`src/source/nanorv_defs.svh`:
```
// Encodings for a 32-bit RV32I subset with word-only memory access; XLEN is fixed at 32
`ifndef NANORV_DEFS_SVH
`define NANORV_DEFS_SVH

`define NANORV_XLEN         32
`define NANORV_REG_AW       5
`define NANORV_RESET_PC     32'h0000_0000

// ====================
// Major opcodes kept
`define NANORV_OP_OP        7'b0110011
`define NANORV_OP_OP_IMM    7'b0010011
`define NANORV_OP_LUI       7'b0110111
`define NANORV_OP_AUIPC     7'b0010111
`define NANORV_OP_JAL       7'b1101111
`define NANORV_OP_BRANCH    7'b1100011
`define NANORV_OP_LOAD      7'b0000011
`define NANORV_OP_STORE     7'b0100011

// funct3 / funct7 values
`define NANORV_F3_ADD       3'b000
`define NANORV_F3_AND       3'b111
`define NANORV_F3_OR        3'b110
`define NANORV_F3_XOR       3'b100
`define NANORV_F3_BEQ       3'b000
`define NANORV_F3_BNE       3'b001
`define NANORV_F7_SUB       7'b0100000

// ====================
// ALU operation codes
`define NANORV_ALU_OP_W     3
`define NANORV_ALU_ADD      3'd0
`define NANORV_ALU_SUB      3'd1
`define NANORV_ALU_AND      3'd2
`define NANORV_ALU_OR       3'd3
`define NANORV_ALU_XOR      3'd4
`define NANORV_ALU_PASS_B   3'd5

`endif
```
`src/source/nanorv_pkg.sv`:
```
// Field views of a 32-bit RV32I instruction word; compressed encodings are not covered
`default_nettype none
`include "nanorv_defs.svh"

package nanorv_pkg;

   typedef struct packed {
      logic [6:0]                funct7;
      logic [`NANORV_REG_AW-1:0] rs2;
      logic [`NANORV_REG_AW-1:0] rs1;
      logic [2:0]                funct3;
      logic [`NANORV_REG_AW-1:0] rd;
      logic [6:0]                opcode;
   } insn_r_t;

   typedef struct packed {
      logic [11:0]               imm;
      logic [`NANORV_REG_AW-1:0] rs1;
      logic [2:0]                funct3;
      logic [`NANORV_REG_AW-1:0] rd;
      logic [6:0]                opcode;
   } insn_i_t;

   typedef struct packed {
      logic [6:0]                imm_hi;
      logic [`NANORV_REG_AW-1:0] rs2;
      logic [`NANORV_REG_AW-1:0] rs1;
      logic [2:0]                funct3;
      logic [4:0]                imm_lo;
      logic [6:0]                opcode;
   } insn_s_t;

   // Branch offset bits are scattered, bit 0 implied zero
   typedef struct packed {
      logic                      imm_12;
      logic [5:0]                imm_10_5;
      logic [`NANORV_REG_AW-1:0] rs2;
      logic [`NANORV_REG_AW-1:0] rs1;
      logic [2:0]                funct3;
      logic [3:0]                imm_4_1;
      logic                      imm_11;
      logic [6:0]                opcode;
   } insn_b_t;

   typedef struct packed {
      logic [19:0]               imm_31_12;
      logic [`NANORV_REG_AW-1:0] rd;
      logic [6:0]                opcode;
   } insn_u_t;

   typedef struct packed {
      logic                      imm_20;
      logic [9:0]                imm_10_1;
      logic                      imm_11;
      logic [7:0]                imm_19_12;
      logic [`NANORV_REG_AW-1:0] rd;
      logic [6:0]                opcode;
   } insn_j_t;

   // One instruction word, seen raw or through any format
   typedef union packed {
      logic [`NANORV_XLEN-1:0] raw;
      insn_r_t                 r;
      insn_i_t                 i;
      insn_s_t                 s;
      insn_b_t                 b;
      insn_u_t                 u;
      insn_j_t                 j;
   } insn_u;

endpackage

`default_nettype wire

```
`src/source/nanorv_core.sv`:
```
// Multi-cycle RV32I subset core; code and data memories are external, word wide, valid/ready
`default_nettype none
`timescale 1ns/1ps
`include "nanorv_defs.svh"

module nanorv_core (
   input  logic                    clk,
   input  logic                    rst_n,
   // Code memory
   output logic [`NANORV_XLEN-1:0] cpu_codemem_addr,
   output logic                    cpu_codemem_valid,
   input  logic [`NANORV_XLEN-1:0] codemem_cpu_rdata,
   input  logic                    codemem_cpu_ready,
   // Data memory
   output logic [`NANORV_XLEN-1:0] cpu_datamem_addr,
   output logic [`NANORV_XLEN-1:0] cpu_datamem_wdata,
   output logic                    cpu_datamem_we,
   output logic                    cpu_datamem_valid,
   input  logic [`NANORV_XLEN-1:0] datamem_cpu_rdata,
   input  logic                    datamem_cpu_ready
);

   import nanorv_pkg::*;

   // ====================
   // Sequencer outputs
   insn_u                       instr;
   logic [`NANORV_XLEN-1:0]     pc;
   logic                        exec;

   // Decode to ALU and write-back
   logic [`NANORV_XLEN-1:0]     alu_a;
   logic [`NANORV_XLEN-1:0]     alu_b;
   logic [`NANORV_ALU_OP_W-1:0] alu_op;
   logic                        rd_we_alu;
   logic                        rd_we_link;
   logic                        jump;
   logic                        branch_eq;
   logic                        branch_ne;
   logic                        load;
   logic                        store;
   logic [`NANORV_XLEN-1:0]     imm_target;

   // Datapath results
   logic [`NANORV_XLEN-1:0]     rs1_data;
   logic [`NANORV_XLEN-1:0]     rs2_data;
   logic [`NANORV_XLEN-1:0]     alu_res;
   logic                        alu_eq;

   // Load/store return
   logic                        mem_busy;
   logic [`NANORV_XLEN-1:0]     load_data;
   logic                        load_we;

   // ====================
   // All port names match the nets above
   nanorv_fetch   i_fetch   (.*);
   nanorv_decode  i_decode  (.*);
   nanorv_regfile i_regfile (.*);
   nanorv_alu     i_alu     (.*);
   nanorv_lsu     i_lsu     (.*);

endmodule

`default_nettype wire

```
`src/source/nanorv_lsu.sv`:
```
// Word-only data port; one request at a time, held stable until the memory raises ready
`default_nettype none
`timescale 1ns/1ps
`include "nanorv_defs.svh"

module nanorv_lsu (
   input  logic                    clk,
   input  logic                    rst_n,
   input  logic                    exec,
   input  logic                    load,
   input  logic                    store,
   input  logic [`NANORV_XLEN-1:0] alu_res,
   input  logic [`NANORV_XLEN-1:0] rs2_data,
   input  logic [`NANORV_XLEN-1:0] datamem_cpu_rdata,
   input  logic                    datamem_cpu_ready,
   output logic [`NANORV_XLEN-1:0] cpu_datamem_addr,
   output logic [`NANORV_XLEN-1:0] cpu_datamem_wdata,
   output logic                    cpu_datamem_we,
   output logic                    cpu_datamem_valid,
   output logic                    mem_busy,
   output logic [`NANORV_XLEN-1:0] load_data,
   output logic                    load_we
);

   logic start;
   logic done;

   assign start = exec & (load | store);
   assign done  = cpu_datamem_valid & datamem_cpu_ready;

   always_ff @(posedge clk or negedge rst_n) begin
      if (!rst_n) begin
         cpu_datamem_valid <= 1'b0;
         cpu_datamem_we    <= 1'b0;
      end else if (start) begin
         cpu_datamem_valid <= 1'b1;
         cpu_datamem_we    <= store;
      end else if (done) begin
         cpu_datamem_valid <= 1'b0;
      end
   end

   always_ff @(posedge clk) begin
      if (start) begin
         cpu_datamem_addr  <= alu_res;
         cpu_datamem_wdata <= rs2_data;
      end
   end

   // Busy from the execute cycle up to, not including, the completion cycle
   assign mem_busy  = start | (cpu_datamem_valid & ~datamem_cpu_ready);
   assign load_we   = done & ~cpu_datamem_we;
   assign load_data = datamem_cpu_rdata;

   data_req_hold: assert property (@(posedge clk) disable iff (!rst_n)
      cpu_datamem_valid && !datamem_cpu_ready |=> cpu_datamem_valid &&
         $stable({cpu_datamem_addr, cpu_datamem_wdata, cpu_datamem_we}))
      else $error("data request changed before ready");

endmodule

`default_nettype wire

```
`src/source/nanorv_fetch.sv`:
```
// Multi-cycle sequencer with one instruction in flight; no prefetch, traps or misaligned PCs
`default_nettype none
`timescale 1ns/1ps
`include "nanorv_defs.svh"

module nanorv_fetch (
   input  logic                    clk,
   input  logic                    rst_n,
   input  logic [`NANORV_XLEN-1:0] codemem_cpu_rdata,
   input  logic                    codemem_cpu_ready,
   input  logic                    mem_busy,
   input  logic                    jump,
   input  logic                    branch_eq,
   input  logic                    branch_ne,
   input  logic                    alu_eq,
   input  logic [`NANORV_XLEN-1:0] imm_target,
   output logic [`NANORV_XLEN-1:0] cpu_codemem_addr,
   output logic                    cpu_codemem_valid,
   output nanorv_pkg::insn_u       instr,
   output logic [`NANORV_XLEN-1:0] pc,
   output logic                    exec
);

   import nanorv_pkg::*;

   localparam logic [1:0] PH_FETCH = 2'd0;
   localparam logic [1:0] PH_EXEC  = 2'd1;
   localparam logic [1:0] PH_MEM   = 2'd2;

   logic [1:0]              phase;
   logic                    take;
   logic [`NANORV_XLEN-1:0] pc_next;

   assign take    = jump | (branch_eq & alu_eq) | (branch_ne & ~alu_eq);
   assign pc_next = take ? imm_target : pc + 32'd4;

   assign exec             = (phase == PH_EXEC);
   assign cpu_codemem_addr = pc;

   // ====================
   // Phase sequencer
   always_ff @(posedge clk or negedge rst_n) begin
      if (!rst_n) begin
         phase             <= PH_FETCH;
         pc                <= `NANORV_RESET_PC;
         cpu_codemem_valid <= 1'b0;
         instr             <= '0;
      end else begin
         case (phase)
            PH_FETCH: begin
               // Valid is only low here in the first cycle out of reset
               if (!cpu_codemem_valid) begin
                  cpu_codemem_valid <= 1'b1;
               end else if (codemem_cpu_ready) begin
                  cpu_codemem_valid <= 1'b0;
                  instr.raw         <= codemem_cpu_rdata;
                  phase             <= PH_EXEC;
               end
            end
            default: begin
               // Execute cycle, then wait here while the LSU holds the data bus
               if (phase == PH_EXEC) begin
                  pc <= pc_next;
               end
               if (mem_busy) begin
                  phase <= PH_MEM;
               end else begin
                  phase             <= PH_FETCH;
                  cpu_codemem_valid <= 1'b1;
               end
            end
         endcase
      end
   end

   // ====================
   // Code bus checks
   code_req_hold: assert property (@(posedge clk) disable iff (!rst_n)
      cpu_codemem_valid && !codemem_cpu_ready |=>
         cpu_codemem_valid && $stable(cpu_codemem_addr))
      else $error("code request dropped or moved before ready");

   code_addr_align: assert property (@(posedge clk) disable iff (!rst_n)
      cpu_codemem_valid |-> cpu_codemem_addr[1:0] == 2'b00)
      else $error("code address not word aligned");

endmodule

`default_nettype wire

```
`src/source/nanorv_regfile.sv`:
```
// 32 x 32-bit register file; x0 is never written, reads are combinational from instr fields
`default_nettype none
`timescale 1ns/1ps
`include "nanorv_defs.svh"

module nanorv_regfile (
   input  logic                    clk,
   input  logic                    rst_n,
   input  nanorv_pkg::insn_u       instr,
   input  logic                    exec,
   input  logic                    rd_we_alu,
   input  logic                    rd_we_link,
   input  logic [`NANORV_XLEN-1:0] alu_res,
   input  logic [`NANORV_XLEN-1:0] pc,
   input  logic                    load_we,
   input  logic [`NANORV_XLEN-1:0] load_data,
   output logic [`NANORV_XLEN-1:0] rs1_data,
   output logic [`NANORV_XLEN-1:0] rs2_data
);

   import nanorv_pkg::*;

   logic [`NANORV_XLEN-1:0] regs [0:(1 << `NANORV_REG_AW)-1];
   logic                    wr_en;
   logic [`NANORV_XLEN-1:0] wr_data;

   // ALU and link results close the execute cycle, load data lands at bus completion
   always_comb begin
      wr_en   = load_we;
      wr_data = load_data;
      if (exec && rd_we_alu) begin
         wr_en   = 1'b1;
         wr_data = alu_res;
      end else if (exec && rd_we_link) begin
         wr_en   = 1'b1;
         wr_data = pc + 32'd4;
      end
   end

   always_ff @(posedge clk or negedge rst_n) begin
      if (!rst_n) begin
         for (int i = 0; i < (1 << `NANORV_REG_AW); i++) begin
            regs[i] <= '0;
         end
      end else if (wr_en && (instr.r.rd != '0)) begin
         regs[instr.r.rd] <= wr_data;
      end
   end

   // Entry 0 keeps its reset value, so x0 reads zero
   assign rs1_data = regs[instr.r.rs1];
   assign rs2_data = regs[instr.r.rs2];

endmodule

`default_nettype wire

```
`src/source/nanorv_decode.sv`:
```
// Combinational decode of the kept RV32I subset; any other encoding retires with no strobes
`default_nettype none
`timescale 1ns/1ps
`include "nanorv_defs.svh"

module nanorv_decode (
   input  nanorv_pkg::insn_u           instr,
   input  logic [`NANORV_XLEN-1:0]     pc,
   input  logic [`NANORV_XLEN-1:0]     rs1_data,
   input  logic [`NANORV_XLEN-1:0]     rs2_data,
   output logic [`NANORV_XLEN-1:0]     alu_a,
   output logic [`NANORV_XLEN-1:0]     alu_b,
   output logic [`NANORV_ALU_OP_W-1:0] alu_op,
   output logic                        rd_we_alu,
   output logic                        rd_we_link,
   output logic                        jump,
   output logic                        branch_eq,
   output logic                        branch_ne,
   output logic                        load,
   output logic                        store,
   output logic [`NANORV_XLEN-1:0]     imm_target
);

   import nanorv_pkg::*;

   logic [6:0]                   opcode;
   logic [`NANORV_XLEN-1:0]      imm_i;
   logic [`NANORV_XLEN-1:0]      imm_s;
   logic [`NANORV_XLEN-1:0]      imm_b;
   logic [`NANORV_XLEN-1:0]      imm_u;
   logic [`NANORV_XLEN-1:0]      imm_j;
   logic [`NANORV_ALU_OP_W-1:0]  f3_op;
   logic                         f3_ok;
   logic                         is_sub;

   assign opcode = instr.raw[6:0];

   // ====================
   // Immediate rebuild
   assign imm_i = {{20{instr.i.imm[11]}}, instr.i.imm};
   assign imm_s = {{20{instr.s.imm_hi[6]}}, instr.s.imm_hi, instr.s.imm_lo};
   assign imm_b = {{19{instr.b.imm_12}}, instr.b.imm_12, instr.b.imm_11,
                   instr.b.imm_10_5, instr.b.imm_4_1, 1'b0};
   assign imm_u = {instr.u.imm_31_12, 12'b0};
   assign imm_j = {{11{instr.j.imm_20}}, instr.j.imm_20, instr.j.imm_19_12,
                   instr.j.imm_11, instr.j.imm_10_1, 1'b0};

   assign imm_target = pc + ((opcode == `NANORV_OP_JAL) ? imm_j : imm_b);

   // Shared by register and immediate ALU forms
   always_comb begin
      f3_ok = 1'b1;
      case (instr.r.funct3)
         `NANORV_F3_ADD: f3_op = `NANORV_ALU_ADD;
         `NANORV_F3_AND: f3_op = `NANORV_ALU_AND;
         `NANORV_F3_OR:  f3_op = `NANORV_ALU_OR;
         `NANORV_F3_XOR: f3_op = `NANORV_ALU_XOR;
         default: begin
            f3_op = `NANORV_ALU_ADD;
            f3_ok = 1'b0;
         end
      endcase
   end

   assign is_sub = (instr.r.funct7 == `NANORV_F7_SUB) && (instr.r.funct3 == `NANORV_F3_ADD);

   // ====================
   // Operand select and strobes
   always_comb begin
      alu_a      = rs1_data;
      alu_b      = rs2_data;
      alu_op     = `NANORV_ALU_ADD;
      rd_we_alu  = 1'b0;
      rd_we_link = 1'b0;
      jump       = 1'b0;
      branch_eq  = 1'b0;
      branch_ne  = 1'b0;
      load       = 1'b0;
      store      = 1'b0;
      case (opcode)
         `NANORV_OP_OP: begin
            alu_op    = is_sub ? `NANORV_ALU_SUB : f3_op;
            rd_we_alu = f3_ok;
         end
         `NANORV_OP_OP_IMM: begin
            alu_b     = imm_i;
            alu_op    = f3_op;
            rd_we_alu = f3_ok;
         end
         `NANORV_OP_LUI: begin
            alu_b     = imm_u;
            alu_op    = `NANORV_ALU_PASS_B;
            rd_we_alu = 1'b1;
         end
         `NANORV_OP_AUIPC: begin
            alu_a     = pc;
            alu_b     = imm_u;
            rd_we_alu = 1'b1;
         end
         `NANORV_OP_JAL: begin
            jump       = 1'b1;
            rd_we_link = 1'b1;
         end
         `NANORV_OP_BRANCH: begin
            branch_eq = (instr.b.funct3 == `NANORV_F3_BEQ);
            branch_ne = (instr.b.funct3 == `NANORV_F3_BNE);
         end
         // Any LOAD/STORE funct3 is treated as a full word
         `NANORV_OP_LOAD: begin
            alu_b = imm_i;
            load  = 1'b1;
         end
         `NANORV_OP_STORE: begin
            alu_b = imm_s;
            store = 1'b1;
         end
         default: begin
            alu_op = `NANORV_ALU_ADD;
         end
      endcase
   end

endmodule

`default_nettype wire

```
`src/source/nanorv_alu.sv`:
```
// Combinational ALU with add, sub, bitwise ops and pass-B; no shifts or ordered compares
`default_nettype none
`timescale 1ns/1ps
`include "nanorv_defs.svh"

module nanorv_alu (
   input  logic [`NANORV_XLEN-1:0]     alu_a,
   input  logic [`NANORV_XLEN-1:0]     alu_b,
   input  logic [`NANORV_ALU_OP_W-1:0] alu_op,
   output logic [`NANORV_XLEN-1:0]     alu_res,
   output logic                        alu_eq
);

   always_comb begin
      case (alu_op)
         `NANORV_ALU_ADD:    alu_res = alu_a + alu_b;
         `NANORV_ALU_SUB:    alu_res = alu_a - alu_b;
         `NANORV_ALU_AND:    alu_res = alu_a & alu_b;
         `NANORV_ALU_OR:     alu_res = alu_a | alu_b;
         `NANORV_ALU_XOR:    alu_res = alu_a ^ alu_b;
         // LUI immediate goes straight through
         `NANORV_ALU_PASS_B: alu_res = alu_b;
         default:            alu_res = '0;
      endcase
   end

   // Branch compare on the raw operands, whatever alu_op is
   assign alu_eq = (alu_a == alu_b);

endmodule

`default_nettype wire

```
`config.mk`:
```
export PLATFORM = sky130hd
export DESIGN_NAME = nanorv_core
export DESIGN_NICKNAME = d
export VERILOG_FILES = /design/src/source/nanorv_pkg.sv /design/src/source/nanorv_core.sv /design/src/source/nanorv_lsu.sv /design/src/source/nanorv_fetch.sv /design/src/source/nanorv_regfile.sv /design/src/source/nanorv_decode.sv /design/src/source/nanorv_alu.sv
export VERILOG_INCLUDE_DIRS = /design/src /design/src/source
export SDC_FILE = /design/constraint.sdc
export NUM_CORES = 2
export LEC_CHECK = 0
export ABC_CLOCK_PERIOD_IN_PS = 6160
export BUFFER_PORTS_ARGS = -buffer_cell sky130_fd_sc_hd__buf_2
export CORE_ASPECT_RATIO = 1.5
export CORE_UTILIZATION = 45
export DETAILED_ROUTE_END_ITERATION = 12
export GPL_TIMING_DRIVEN = 0
export HOLD_SLACK_MARGIN = 0.05
export MAX_ROUTING_LAYER = met4
export PLACE_DENSITY = 0.75
export SYNTH_ARGS = -nofsm -noshare
export SYNTH_HDL_FRONTEND = slang
export SYNTH_HIERARCHICAL = 1
export SYNTH_SLANG_ARGS = --single-unit
```
`constraint.sdc`:
```
create_clock -name clk -period 6.16 [get_ports clk]
set_clock_uncertainty 0.2 [all_clocks]
set_input_delay 0.308 -clock clk [delete_from_list [all_inputs] [get_ports clk]]
set_output_delay 0.308 -clock clk [all_outputs]
set_load 0.02 [all_outputs]
```
==> impl_metrics.py <==
metrics = {
    "global_route": {
        "overflow": 0,
        "grt_pass1_wl_mm": 465,
        "grt_usage_pct": 45.2,
        "antenna_found_initial": 36,
        "grt_max_degree": 174,
        "grt_pass1_vias": 61400,
    },
    "power": {
        "leakage_uw": 0.0350,
        "p_per_area_nw_per_um2": 375,
        "ir_worst_vdd_mv": 0.262,
    },
    "cts": {
        "root_buffer": "clkbuf_16",
        "path_clk_slew_ns": 0.06,
        "numCtsBuffers": 112,
        "cts_tree": "done",
        "clock_latency_ns": 0.82,
        "cts_max_path_buffers": 3,
        "htree_levels": 3,
        "clock_sinks": 1157,
    },
    "floorplanning": {
        "fp.dieW_um": 320,
        "dieHeight_um": 478,
        "ios": 167,
        "initial_core_util_pct": 45.4,
        "design.core.area_um2": 150000,
        "row_count": 174,
        "die_area_um2": 153000,
    },
    "finish": {
        "fin_nets": 7257,
        "syn_to_final_growth_pct": 21.5,
        "final_area_um2": 82700,
        "fin_cells": 9117,
        "drive_gt1_share_pct": 27.8,
        "fillers": 12800,
        "final_util_pct": 55.1,
        "register_area_um2": 29300,
        "layout_commonest_cell": "dfrtp_1",
        "final_cell_mix": "dfrtp_1 (1,084), nand2_1 (797), nor2_1 (650), a21oi_1 (548), mux4_2 (512)",
        "multi_input_comb_area_um2": 38300,
    },
    "sta": {
        "timing_hold_violations_final": 0,
        "setup_viol": 1046,
        "rsz0062_at_grt": "true",
        "hold_slack_ns": 0.0638,
        "slew-limit-headroom_pct": -5.77,
        "finalCritPeriodShare_pct": 127,
        "post-route-min-period_ns": 7.80,
        "clock.fmax_mhz": 128,
        "worstMarginPinSlew_ns": 1.57,
        "setup_ws_ns": -1.64,
        "drv_slew": 7,
    },
    "place": {
        "dp.cells": 8641,
        "place_congestion": 1.14,
        "dpl.hpwl_mm": 246,
        "dpl_cell_area_um2": 71600,
        "portBuffers": 134,
    },
    "logic_synthesis": {
        "synthSimpleGateAreaFrac_pct": 11.2,
        "synth_compound_area_share_pct": 15.9,
        "netlist_area_um2": 68100,
        "ys_seq_area_share_pct": 43.0,
        "synthAdderAreaFrac_pct": 2.64,
        "yosys_most_used_dff": "dfrtp_1",
        "syn-num-nets": 6752,
        "avgSynthCellArea_um2": 10.4,
        "synthCells": 6542,
        "synthXorXnorAreaFrac_pct": 0.656,
        "synthMuxAreaShare_pct": 21.4,
        "synth_cell_types": 111,
        "async_reset_ff_share_pct": 94.5,
        "synth_edf_count": 64,
        "yosysWarnings": 6,
        "ys_seq_elements": 1157,
        "synth_top_family_by_area": "multiplexers",
    },
    "critical_path": {
        "cp-start-kind": "flop",
        "crit_path_end_kind": "flop",
        "crit_type": "reg -> reg",
        "reg2reg_depth": 29,
        "critPathMaxFanout": 6,
        "worstPathArrival_ns": 8.27,
        "r2r-end": "i_regfile/regs[533]",
        "cpMaxStageDelayCell": "a221oi_4",
        "max_stage_delay_ns": 0.61,
        "rrSetupSlack_ns": -1.64,
        "r2r-start": "i_fetch/instr[20]",
        "cp_data_required_time_ns": 6.63,
    },
    "hold_path": {
        "hold_depth": 3,
        "worst_hold_path_type": "in -> reg",
        "min_to": "i_fetch/instr[12]",
        "min_from": "codemem_cpu_rdata[12]",
    },
    "detailed_routing": {
        "wl_mm": 338,
        "drt_iter0_markers": 8582,
        "drc": 0,
        "vias_per_cell": 6.91,
        "dr_total_vias": 63000,
        "postRouteAntennaNets": 0,
        "wire_per_inst_um": 37.1,
        "drtPass1Iterations": 10,
    },
    "status": {
        "violations": "capacitance limit, slew limit, setup timing",
        "run_status": "finished, violations left",
    },
    "job": {
        "drv_cap": 2,
    },
}
[layer usage]
layer / global-route usage, % / routed length (µm) / vias to the layer above
li1: - / - / 24900
met1: 44.6 / 101000 / 31300
met2: 67.2 / 149000 / 4862
met3: 17.8 / 43200 / 1929
met4: 43.8 / 45400 / 0
met5: - / 0 / -
[flip-flops by register name, summed over array words and instances (netlist names)]
name and flops:
i_regfile/regs 1024, i_fetch/cpu_codemem_addr 32, i_fetch/instr 32, i_lsu/cpu_datamem_addr 32
i_lsu/cpu_datamem_wdata 32, i_fetch/phase 2, i_fetch/cpu_codemem_valid 1, i_lsu/cpu_datamem_valid 1
i_lsu/cpu_datamem_we 1
[how the worst max path moves through the flow]
stage	start	endpoint	slack, ns	cells after the start
global placement	rst_n	i_regfile/regs[126]	-19.52	1
detailed placement	i_fetch/instr[21]	i_regfile/regs[568]	-5.49	25
finish	i_fetch/instr[20]	i_regfile/regs[533]	-1.64	29
CTS	i_fetch/instr[20]	i_regfile/regs[437]	-1.19	29
floorplan	i_fetch/instr[15]	i_regfile/regs[120]	0.19	26
global route	i_fetch/instr[20]	i_regfile/regs[437]	-1.55	29
[cells in the mapped netlist (all sizes together) (23+ instances only)]
cell / number / area [µm²]
a21o: 40 / 300
a21oi: 621 / 3140
a221o: 28 / 282
a221oi: 135 / 1190
a31oi: 86 / 574
buf: 187 / 1110
clkbuf: 520 / 1950
dfrtp: 1093 / 27400
edfxtp: 64 / 1920
ha: 139 / 1740
inv: 130 / 488
mux2: 138 / 1550
mux2i: 146 / 1460
mux4: 512 / 11500
nand2: 801 / 3010
nand3: 59 / 320
nand4: 28 / 194
nor2: 665 / 2510
nor2b: 24 / 150
nor3: 53 / 313
o211ai: 23 / 173
o21ai: 607 / 3150
o22ai: 28 / 175
or2: 26 / 163
xnor2: 32 / 280
[cell families (layout without fill, tap and decap cells)]
family / after synthesis / after routing
mux: 796 / 796
simple gates: 1793 / 1793
xor+xnor: 51 / 51
buf+inv: 837 / 1439
fa+ha+maj: 142 / 142
flops: 1157 / 1157
other cells: 0 / 37
compound gates: 1766 / 1766
[layout make-up]
class	instances	area share (%)
clock inverters	45	0.639
flip-flops and latches	1157	35.4
diodes	37	0.112
inverters	130	0.599
clock buffers	166	4.04
repair buffers	393	4.46
multi-input cells	4548	46.3
plain buffers	705	5.50
well taps	1936	2.93
[worst max-delay path: cells and delay by family, from the launching register on]
family | cells | cell delay, ns
compound gates | 12 | 3.66
xor+xnor | 1 | 0.15
fa+ha+maj | 1 | 0.22
buf+inv | 11 | 1.57
flops | 1 | 0.51
mux | 2 | 0.82
simple gates | 2 | 0.44
[per-stage QoR]
step | setup TNS [ns] | setup slack (ns) | power [µW]
3_5_place_dp | -4305.38 | -5.49 | 20600
5_1_grt | -1088.65 | -1.55 | 31700
3_3_place_gp | - | -19.52 | 20400
6_report | -1114.30 | -1.64 | 31000
2_1_floorplan | 0 | 0.189 | 15800
4_1_cts | -811.88 | -1.19 | 29600
[report_power, final]
group | switching (µW) | total [µW] | internal (µW)
clock network | 3290 | 7400 | 4110
registers | 854 | 9230 | 8380
logic | 9190 | 14400 | 5210
[timing repair]
| item | in CTS | in global routing |
|---|---|---|
| pin swaps | 72 | 94 |
| hold buffers | 57 | 3 |
| endpoints found under the hold margin | 276 | 4 |
| buffers inserted | 84 | 65 |
| gates resized for setup | 840 | 367 |
| setup endpoints to repair | 1056 | 1050 |
| gates cloned | 9 | 11 |
No activity file was read; power rests on OpenSTA's default activity.
